--- src/source/hexDisplay_consts.svh ---
// --------------------------------------------------------------------------
// Geometry and sizing for the hex dump display on a 128x16 RGB565 panel.
// Two rows of 16 digits in 8x8 cells. DATA_BITS must equal 4 digits bits
// times columns times rows. HD_CREDITS must match the panel input buffer.
// --------------------------------------------------------------------------
`ifndef HEXDISPLAY_CONSTS_SVH
`define HEXDISPLAY_CONSTS_SVH
`default_nettype none

`define HD_DATA_BITS 128 // 32 hex digits
`define HD_ROW_BITS 4 // log2 of 16 digits per row
`define HD_X_BITS 7 // 128 pixels across
`define HD_Y_BITS 4 // 16 pixels down, two cell rows

// RGB565
`define HD_COLOR_BITS 16

// panel buffer depth, also the credit count after reset
`define HD_CREDITS 8

`default_nettype wire
`endif
--- src/source/hexDisplayPkg.sv ---
// --------------------------------------------------------------------------
// Pixel types, RGB565 palette and the 5x5 hex font of the display.
// Font rows use bit 4 for the leftmost glyph column. Rows 5 to 7 are blank.
// --------------------------------------------------------------------------
`include "hexDisplay_consts.svh"
`default_nettype none

package hexDisplayPkg;

  typedef logic [`HD_COLOR_BITS-1:0] color_t;

  typedef struct packed {
    logic                  valid;
    logic [`HD_X_BITS-1:0] x;
    logic [`HD_Y_BITS-1:0] y;
    logic                  first; // pixel (0,0)
    logic                  last;  // final pixel of the frame
  } pixelReq_t;

  typedef struct packed {
    logic   valid;
    color_t color;
    logic   last;
  } pixelOut_t;

  localparam color_t colorBlack = 16'h0000;
  localparam color_t colorWhite = 16'hFFFF; // lit glyph pixels

  // background per digit value, dark colors first, then gray and light ones
  localparam color_t palette [16] = '{
    colorBlack, 16'h4000, 16'h2100, 16'h4200, // black, dk red, dk brown, dk yellow
    16'h0200, 16'h0208, 16'h0008, 16'h4008,   // dk green, dk cyan, dk blue, dk violet
    16'h630C, 16'h8000, 16'h8200, 16'h8400,   // gray, lt red, orange, lt yellow
    16'h0400, 16'h0410, 16'h0010, 16'h8010    // lt green, lt cyan, lt blue, lt violet
  };

  localparam logic [4:0] fontRom [16][5] = '{
    '{5'b01110, 5'b10011, 5'b10101, 5'b11001, 5'b01110}, // 0
    '{5'b00100, 5'b01100, 5'b00100, 5'b00100, 5'b01110}, // 1
    '{5'b11110, 5'b00001, 5'b01110, 5'b10000, 5'b11111}, // 2
    '{5'b11110, 5'b00001, 5'b00110, 5'b00001, 5'b11110}, // 3
    '{5'b10010, 5'b10010, 5'b11111, 5'b00010, 5'b00010}, // 4
    '{5'b11111, 5'b10000, 5'b11110, 5'b00001, 5'b11110}, // 5
    '{5'b01110, 5'b10000, 5'b11110, 5'b10001, 5'b01110}, // 6
    '{5'b11111, 5'b00010, 5'b00100, 5'b01000, 5'b01000}, // 7
    '{5'b01110, 5'b10001, 5'b01110, 5'b10001, 5'b01110}, // 8
    '{5'b01110, 5'b10001, 5'b01111, 5'b00001, 5'b01110}, // 9
    '{5'b01110, 5'b10001, 5'b11111, 5'b10001, 5'b10001}, // A
    '{5'b11110, 5'b10001, 5'b11110, 5'b10001, 5'b11110}, // B
    '{5'b01111, 5'b10000, 5'b10000, 5'b10000, 5'b01111}, // C
    '{5'b11110, 5'b10001, 5'b10001, 5'b10001, 5'b11110}, // D
    '{5'b11111, 5'b10000, 5'b11110, 5'b10000, 5'b11111}, // E
    '{5'b11111, 5'b10000, 5'b11110, 5'b10000, 5'b10000}  // F
  };

  function automatic color_t digitColor(input logic [3:0] digit);
    return palette[digit];
  endfunction

  // one glyph row, bit 4 is the leftmost column
  function automatic logic [4:0] glyphRow(input logic [3:0] digit, input logic [2:0] row);
    if (row > 3'd4)
      return 5'b00000; // spacing rows below the glyph
    return fontRom[digit][row];
  endfunction

endpackage

`default_nettype wire

--- src/source/hexDisplay.sv ---
// --------------------------------------------------------------------------
// Hex dump display top. Pixels leave 4 cycles after issue, one per cycle
// while credits last. The panel must return one credit per pixel taken.
// --------------------------------------------------------------------------
`include "hexDisplay_consts.svh"
`default_nettype none
`timescale 1ns/1ps

module hexDisplay
  import hexDisplayPkg::*;
(
  input  logic                     clk,
  input  logic                     rst,
  input  logic [`HD_DATA_BITS-1:0] data,
  input  logic                     creditReturn,
  output pixelOut_t                pixOut
);

  pixelReq_t req; // scanner to glyph pipe

  rasterScanner rasterScanner_i
  (
    .clk          (clk),
    .rst          (rst),
    .creditReturn (creditReturn),
    .req          (req)
  );

  hexGlyphPipe hexGlyphPipe_i
  (
    .clk    (clk),
    .rst    (rst),
    .data   (data),
    .req    (req),
    .pixOut (pixOut)
  );

endmodule

`default_nettype wire

--- src/source/hexGlyphPipe.sv ---
// --------------------------------------------------------------------------
// Four stage glyph pipeline, one pixel per cycle, no stall.
// Digit n sits in data[4n+3:4n], counted left to right then top to bottom.
// The data word is sampled once per frame, at the request flagged first.
// --------------------------------------------------------------------------
`include "hexDisplay_consts.svh"
`default_nettype none
`timescale 1ns/1ps

module hexGlyphPipe
  import hexDisplayPkg::*;
(
  input  logic                     clk,
  input  logic                     rst,
  input  logic [`HD_DATA_BITS-1:0] data,
  input  pixelReq_t                req,
  output pixelOut_t                pixOut
);

  logic [`HD_DATA_BITS-1:0] snap; // frame snapshot

  logic                    s1Valid, s1Last;
  logic [`HD_ROW_BITS-1:0] s1Col;
  logic [2:0]              s1CellX;
  logic [`HD_Y_BITS-1:0]   s1Y;

  logic       s2Valid, s2Last;
  logic [3:0] s2Digit;
  logic [2:0] s2CellX;
  logic [2:0] s2Row;

  logic       s3Valid, s3Last;
  color_t     s3Bg;
  logic       s3On;

  logic       s4Valid, s4Last;
  color_t     s4Color;

  logic [`HD_Y_BITS-3+`HD_ROW_BITS-1:0] digitIdx; // cell row, then column
  logic [4:0]                           glyphBits;

  assign digitIdx  = {s1Y[`HD_Y_BITS-1:3], s1Col};
  assign glyphBits = glyphRow(s2Digit, s2Row);

  // valid and last walk along with the payload
  always_ff @(posedge clk)
  begin
    if (rst)
    begin
      {s1Valid, s2Valid, s3Valid, s4Valid} <= '0;
      {s1Last, s2Last, s3Last, s4Last}     <= '0;
    end
    else
    begin
      {s1Valid, s1Last} <= {req.valid, req.last};
      {s2Valid, s2Last} <= {s1Valid, s1Last};
      {s3Valid, s3Last} <= {s2Valid, s2Last};
      {s4Valid, s4Last} <= {s3Valid, s3Last};
    end
  end

  always_ff @(posedge clk)
  begin
    // stage 1: cell column and column within the cell
    s1Col   <= req.x[`HD_X_BITS-1:3];
    s1CellX <= req.x[2:0];
    s1Y     <= req.y;
    if (req.valid && req.first)
      snap <= data; // held for the whole frame
    // stage 2: pick the nibble
    s2Digit <= snap[{digitIdx, 2'b00} +: 4];
    s2CellX <= s1CellX;
    s2Row   <= s1Y[2:0];
    // stage 3
    s3Bg <= digitColor(s2Digit);
    s3On <= (s2CellX < 3'd5) ? glyphBits[3'd4 - s2CellX] : 1'b0; // gap columns 5..7
    // stage 4
    s4Color <= s3On ? colorWhite : s3Bg;
  end

  assign pixOut = '{valid: s4Valid, color: s4Color, last: s4Last};

endmodule

`default_nettype wire

--- src/source/rasterScanner.sv ---
// --------------------------------------------------------------------------
// Raster scan source with credit flow control toward the panel buffer.
// Credit returns beyond HD_CREDITS outstanding are not guarded against.
// --------------------------------------------------------------------------
`include "hexDisplay_consts.svh"
`default_nettype none
`timescale 1ns/1ps

module rasterScanner
  import hexDisplayPkg::*;
(
  input  logic      clk,
  input  logic      rst,
  input  logic      creditReturn,
  output pixelReq_t req
);

  localparam int creditBits = $clog2(`HD_CREDITS + 1);

  logic [creditBits-1:0] credits; // free slots in the panel buffer
  logic [`HD_X_BITS-1:0] x;
  logic [`HD_Y_BITS-1:0] y;
  logic                  issue;

  assign issue = (credits != '0);

  // one credit out per issue, one back per return
  always_ff @(posedge clk)
  begin
    if (rst)
      credits <= creditBits'(`HD_CREDITS);
    else
    begin
      case ({issue, creditReturn})
        2'b10:   credits <= credits - 1'b1;
        2'b01:   credits <= credits + 1'b1;
        default: credits <= credits; // none, or both in the same cycle
      endcase
    end
  end

  // position advances only when a request goes out
  always_ff @(posedge clk)
  begin
    if (rst)
    begin
      x <= '0;
      y <= '0;
    end
    else if (issue)
    begin
      x <= x + 1'b1; // wraps at the right edge
      if (&x)
        y <= y + 1'b1; // wraps to the next frame after the bottom row
    end
  end

  always_ff @(posedge clk)
  begin
    if (rst)
      req <= '0;
    else
    begin
      req.valid <= issue;
      if (issue)
      begin
        req.x     <= x;
        req.y     <= y;
        req.first <= (x == '0) && (y == '0);
        req.last  <= (&x) && (&y); // (127,15)
      end
    end
  end

endmodule

`default_nettype wire

--- config.mk ---
export PLATFORM = sky130hd
export DESIGN_NAME = hexDisplay
export DESIGN_NICKNAME = d
export VERILOG_FILES = /design/src/source/hexDisplayPkg.sv /design/src/source/hexDisplay.sv /design/src/source/hexGlyphPipe.sv /design/src/source/rasterScanner.sv
export VERILOG_INCLUDE_DIRS = /design/src /design/src/source
export SDC_FILE = /design/constraint.sdc
export NUM_CORES = 1
export LEC_CHECK = 0
export BUFFER_PORTS_ARGS = -buffer_cell sky130_fd_sc_hd__buf_4
export CAP_MARGIN = 20
export CORE_ASPECT_RATIO = 0.9
export CORE_UTILIZATION = 35
export CTS_BUF_LIST = sky130_fd_sc_hd__clkbuf_8 sky130_fd_sc_hd__clkbuf_16
export DETAILED_ROUTE_END_ITERATION = 7
export PLACE_DENSITY = 0.53
export RECOVER_POWER = 50
export SLEW_MARGIN = 20
export SYNTH_ARGS = -nofsm -noshare
export SYNTH_HDL_FRONTEND = slang
export SYNTH_HIERARCHICAL = 1
export SYNTH_SLANG_ARGS = --single-unit
--- constraint.sdc ---
create_clock -name clk -period 4.8 [get_ports clk]
set_clock_uncertainty 0.1 [all_clocks]
set_input_delay 0.72 -clock clk [delete_from_list [all_inputs] [get_ports clk]]
set_output_delay 0.72 -clock clk [all_outputs]
set_load 0.03 [all_outputs]
Word level (Yosys, flattened, before mapping) --
Memories as Yosys holds them, arrays and structs flattened. A register that Yosys moved wholly into a read port is not among the register bits. Cells that the tools add are included.
Operators by class: $add $sub $neg 5, $lt $le $gt $ge 5, eq/ne operators 2, shifts and indexed selects 1, muxes and demuxes 11, bitwise logic cells 2, reduce and logical (&&, ||, !) cells 10
Operator list (number):
- variable part select 128 x 8 -> 4 bit | 1
- two-way mux 25 bit | 2
- two-way mux 5 bit | 4
- binary-select mux 5 bit (select 3 bit) | 1
- adder 4 x 1 -> 4 bit (second input constant) | 2
- one-hot mux 4 bit (2 select lines) | 1
- AND reduction 8 bit | 1
- adder 7 x 1 -> 7 bit (second input constant) | 1
- zero test 7 bit | 1
- AND reduction 7 bit | 1
- >= comparator 5 bit (second input constant) | 1
- NOT 4 -> 5 bit | 1
- >= comparator 4 bit (second input constant) | 1
- zero test 4 bit | 1
- less-than comparator 3 x 4 -> 1 bit (second input constant) | 1
- NOT 3 -> 4 bit | 1
- AND reduction 4 bit | 1
- nonzero test 4 bit | 1
- subtractor 4 x 1 -> 4 bit (second input constant) | 1
- binary-select mux 1 bit (select 3 bit) | 1
- > comparator 3 bit (second input constant) | 1
- logical AND 1 bit | 3
- less-than comparator 3 bit (second input constant) | 1
- subtractor 3 bit (first input constant) | 1
- 4 further kinds | 5
Word-level totals: register bits after elaboration 203, ROM bits 656, bits of input ports 131, output and inout port bits 18, logic and storage cells 63, memories 2
Memory list:
- (no name shown) | words 16, width 25, rd ports 1, clocked after memory_dff 0, write ports 0, RTL line hexDisplayPkg.sv:64 | return fontRom[digit][row];
- (no name shown) | words 16, width 16, rd ports 1, clocked after memory_dff 1, write ports 0, RTL line hexDisplayPkg.sv:57 | return palette[digit];

Longest topological paths before layout --
depth after elaboration 10, depth in mapped cells 12, depth with buffers taken out 9

Modules after synthesis --
Netlist, hierarchy kept.
Modules (own cells, without submodules):
- hexGlyphPipe | times used 1, cells each 379, area each 6756.5 um^2, seq. area each 4784.6 um^2
- rasterScanner | times used 1, cells each 148, area each 1297.5 um^2, seq. area each 580.6 um^2

Worst setup path after synthesis --
No wires, ideal clock.
path kind register -> register, from register rasterScanner_i/req[1] (netlist name), to register hexGlyphPipe_i.snap[0] (enable), setup time 0.502 ns, data arrival time 3.260 ns, required time 4.198 ns, path slack 0.937 ns, cell stages (with the launch flop) 2, buffers on the path 0, period minus slack after synthesis 3.863 ns, cells stage by stage dfxtp_1 -> and2_1
Between the ends: cells in the longest elaborated chain, start to end 1
RTL lines:
- logical AND 1 bit | RTL line hexGlyphPipe.sv:68 | if (req.valid && req.first)
- end signal, assigned | RTL line hexGlyphPipe.sv:69 | snap <= data;
- end, declared | RTL line hexGlyphPipe.sv:20 | logic [`HD_DATA_BITS-1:0] snap;
Every way passes these cells. A chain may end at the register's enable or synchronous reset.

Worst setup path after layout --
from register rasterScanner_i/req[13] (netlist name), to register hexGlyphPipe_i.snap[62] (enable)
Between the ends: cells in the longest elaborated chain, start to end 1
RTL lines (RTL line):
- logical AND 1 bit | hexGlyphPipe.sv:68
Every way passes these cells.

==> results.tsv <==
metric	value	unit
outcome	finished with violations	
violations	max-capacitance violations, max-slew violations	
pin_count	149	
ys.flop_type	edfxtp_1	
cts_root_buf	clkbuf_16	
fmax	0.299	GHz
synth_top_area_cell	edfxtp_1	
h-tree-depth	1	
syn_inst	527	
cp-start-kind	register	
cp_cell_sequence	and2_0 -> buf_4	
drt-initial-drc-count	314	
endpoint_kind	register	
drtAntennaViolNets	0	
hpwl	11400	um
fp.dieW	162	um
clock_path_buffers	3	
dp.cells	939	
critical_path_peak_fanout	63	
synth_area	8050	um^2
drv_cap	2	
drt-total-wl	16700	um
core	22500	um^2
hold_buffers	0	
cts_tree	built	
port_buffers	148	
numCtsBuffers	22	
clk_latency	0.50	ns
yosysUniqueCellTypes	57	
path_class	reg2reg	
fin_crit_sh	0.697	
instances_no_fill	980	
grt_pass1_vias	4807	
period_needed	3.35	ns
slew_headroom	-0.455	
globalRouteOverflowTotal	0	
synth.top_cells.by_area	edfxtp_1, dfxtp_1, mux4_2, ha_1, nand2_1	
worstMarginPinSlew	2.18	ns
hold_path.class	reg2reg	
cpPeakStageDelay	1.61	ns
drc	0	
start_util	0.358	
postCtsSetupRepairBufs	0	
vdd_drop_max	0.294	mV
power_density	485	nW/um^2
critical_path.top_delay_family	simple AND/OR/NAND/NOR gates	
grt_usage	0.143	
cts_resized	0	
critPathArrivalTime	3.38	ns
area_growth	24.5	%
ys_top_cells_by_count	edfxtp_1, dfxtp_1, nand2_1, mux4_2, nor2_1	
numClockSinks	204	
fin_setup_tns	0	ns
path_clk_slew	0.06	ns
antenna_found_initial	2	
synth_top_area_share	0.477	
die_y	146	um
die_area	23600	um^2
ys_seq_elements	204	
fin_ws	1.45	ns
seq_area_frac_synth	0.666	
path_buf_inv	1	
synth_area_per_cell	15.3	um^2
ys_warn_count	6	
rsz0062_at_grt	no	
wl_per_cell	17.0	um
p_leak	3.64	nW
holdWs	0.226	ns
route.vias.total	4766	
via_per_inst	4.86	
yosysMostFrequentCell	edfxtp_1	
firstDrtPassIters	5	
synth_nets	675	
setup_viol	0	
grt_pass1_wl	26400	um
num-fill-cells	2051	
synthArstFlopShare	0	
cp.required	4.83	ns
fp-row-count	52	
synth_edf_count	128	
cpMaxStageDelayCell	and2_0	
nets	814	
post-place-ws	2.05	ns
grt_max_degree	64	
final_core_util	0.446	
gp_congestion	0.841	
slew_violations	75	
drive_gt1_frac	0.349	
hold_viol	0	
## power by group
part           total (mW)  switching (mW)  leakage (nW)  internal, mW
clock network        1.67           0.681         0.379         0.989
registers            2.31           0.124          1.80          2.19
logic               0.881           0.507          1.46         0.374
## state kept, by name (all words and copies together) (netlist names), 4 cells and up
| register | cells |
|---|---|
| rasterScanner_i/req | 14 |
| hexGlyphPipe_i/s1Y | 4 |
| rasterScanner_i/y | 4 |
| rasterScanner_i/x | 7 |
| hexGlyphPipe_i/s1Col | 4 |
| hexGlyphPipe_i/s4Color | 9 |
| rasterScanner_i/credits | 4 |
| hexGlyphPipe_i/s3Bg | 8 |
| hexGlyphPipe_i/s2Digit | 4 |
| hexGlyphPipe_i/snap | 128 |
## final cells by class
type	count	area, um^2	share of cell area
inverters	16	65.1	0.00649
diodes	1	2.50	0.000250
clock buffers	26	628	0.0626
well taps	297	372	0.0371
repair buffers	152	1100	0.110
multi-input cells	270	2390	0.238
flip-flops and latches	204	5370	0.535
clock inverters	14	105	0.0105
## worst paths after layout
| path | start | endpoint | slack [ns] | depth (start not counted) |
|---|---|---|---|---|
| min | hexGlyphPipe_i/s1Y[2]$_DFF_P_ | hexGlyphPipe_i/s2Row[2]$_DFF_P_ | 0.23 | 0 |
| min reg2reg | hexGlyphPipe_i/s1Y[2]$_DFF_P_ | hexGlyphPipe_i/s2Row[2]$_DFF_P_ | 0.23 | 0 |
| max | rasterScanner_i/req[13]$_SDFF_PP0_ | hexGlyphPipe_i/snap[62]$_DFFE_PP_ | 1.45 | 2 |
| max reg2reg | rasterScanner_i/req[13]$_SDFF_PP0_ | hexGlyphPipe_i/snap[62]$_DFFE_PP_ | 1.45 | 2 |
## metal layers
layer	track usage	vias to the layer above	share of wire
met2	0.239	173	0.49
met5	0	-	0.00078
met3	0.0328	23	0.059
met1	0.188	2317	0.43
met4	0.0368	2	0.017
li1	-	2251	-
## kinds of logic (layout without fill, tap and decap cells)
| kind of cell | Yosys count | count (layout) | synth area share |
|---|---|---|---|
| AO/OA/AOI/OAI | 69 | 69 | 0.0567 |
| XOR/XNOR | 11 | 11 | 0.0120 |
| adder cells (fa/ha/maj) | 18 | 18 | 0.0286 |
| buffers and inverters | 53 | 208 | 0.0371 |
| flip-flops | 204 | 204 | 0.666 |
| multiplexers | 52 | 52 | 0.129 |
| other | 0 | 1 | 0 |
| AND/OR/NAND/NOR | 120 | 120 | 0.0705 |
## per-stage QoR
stage	total power, mW	instance area (um^2)
CTS	4.94	10100
global route	5.10	10000
finish	4.86	10000
detailed placement	3.24	9340
floorplan	2.99	8050
global placement	3.21	9340
## cells in the final DEF, fill, tap and decap left out, drive strengths merged, types with 4 or more instances in the layout
cell,instances
clkbuf,155
a21o,4
a21oi,27
o21ai,9
dfxtp,76
edfxtp,128
buf,23
mux2i,7
or2,8
nor2,30
xor2,5
nor3,4
nand2b,4
clkinv,8
nand2,44
xnor2,6
inv,20
mux4,41
ha,16
nor4,4
a211oi,4
mux2,4
nor2b,12
No activity file was read; power rests on OpenSTA's default activity.
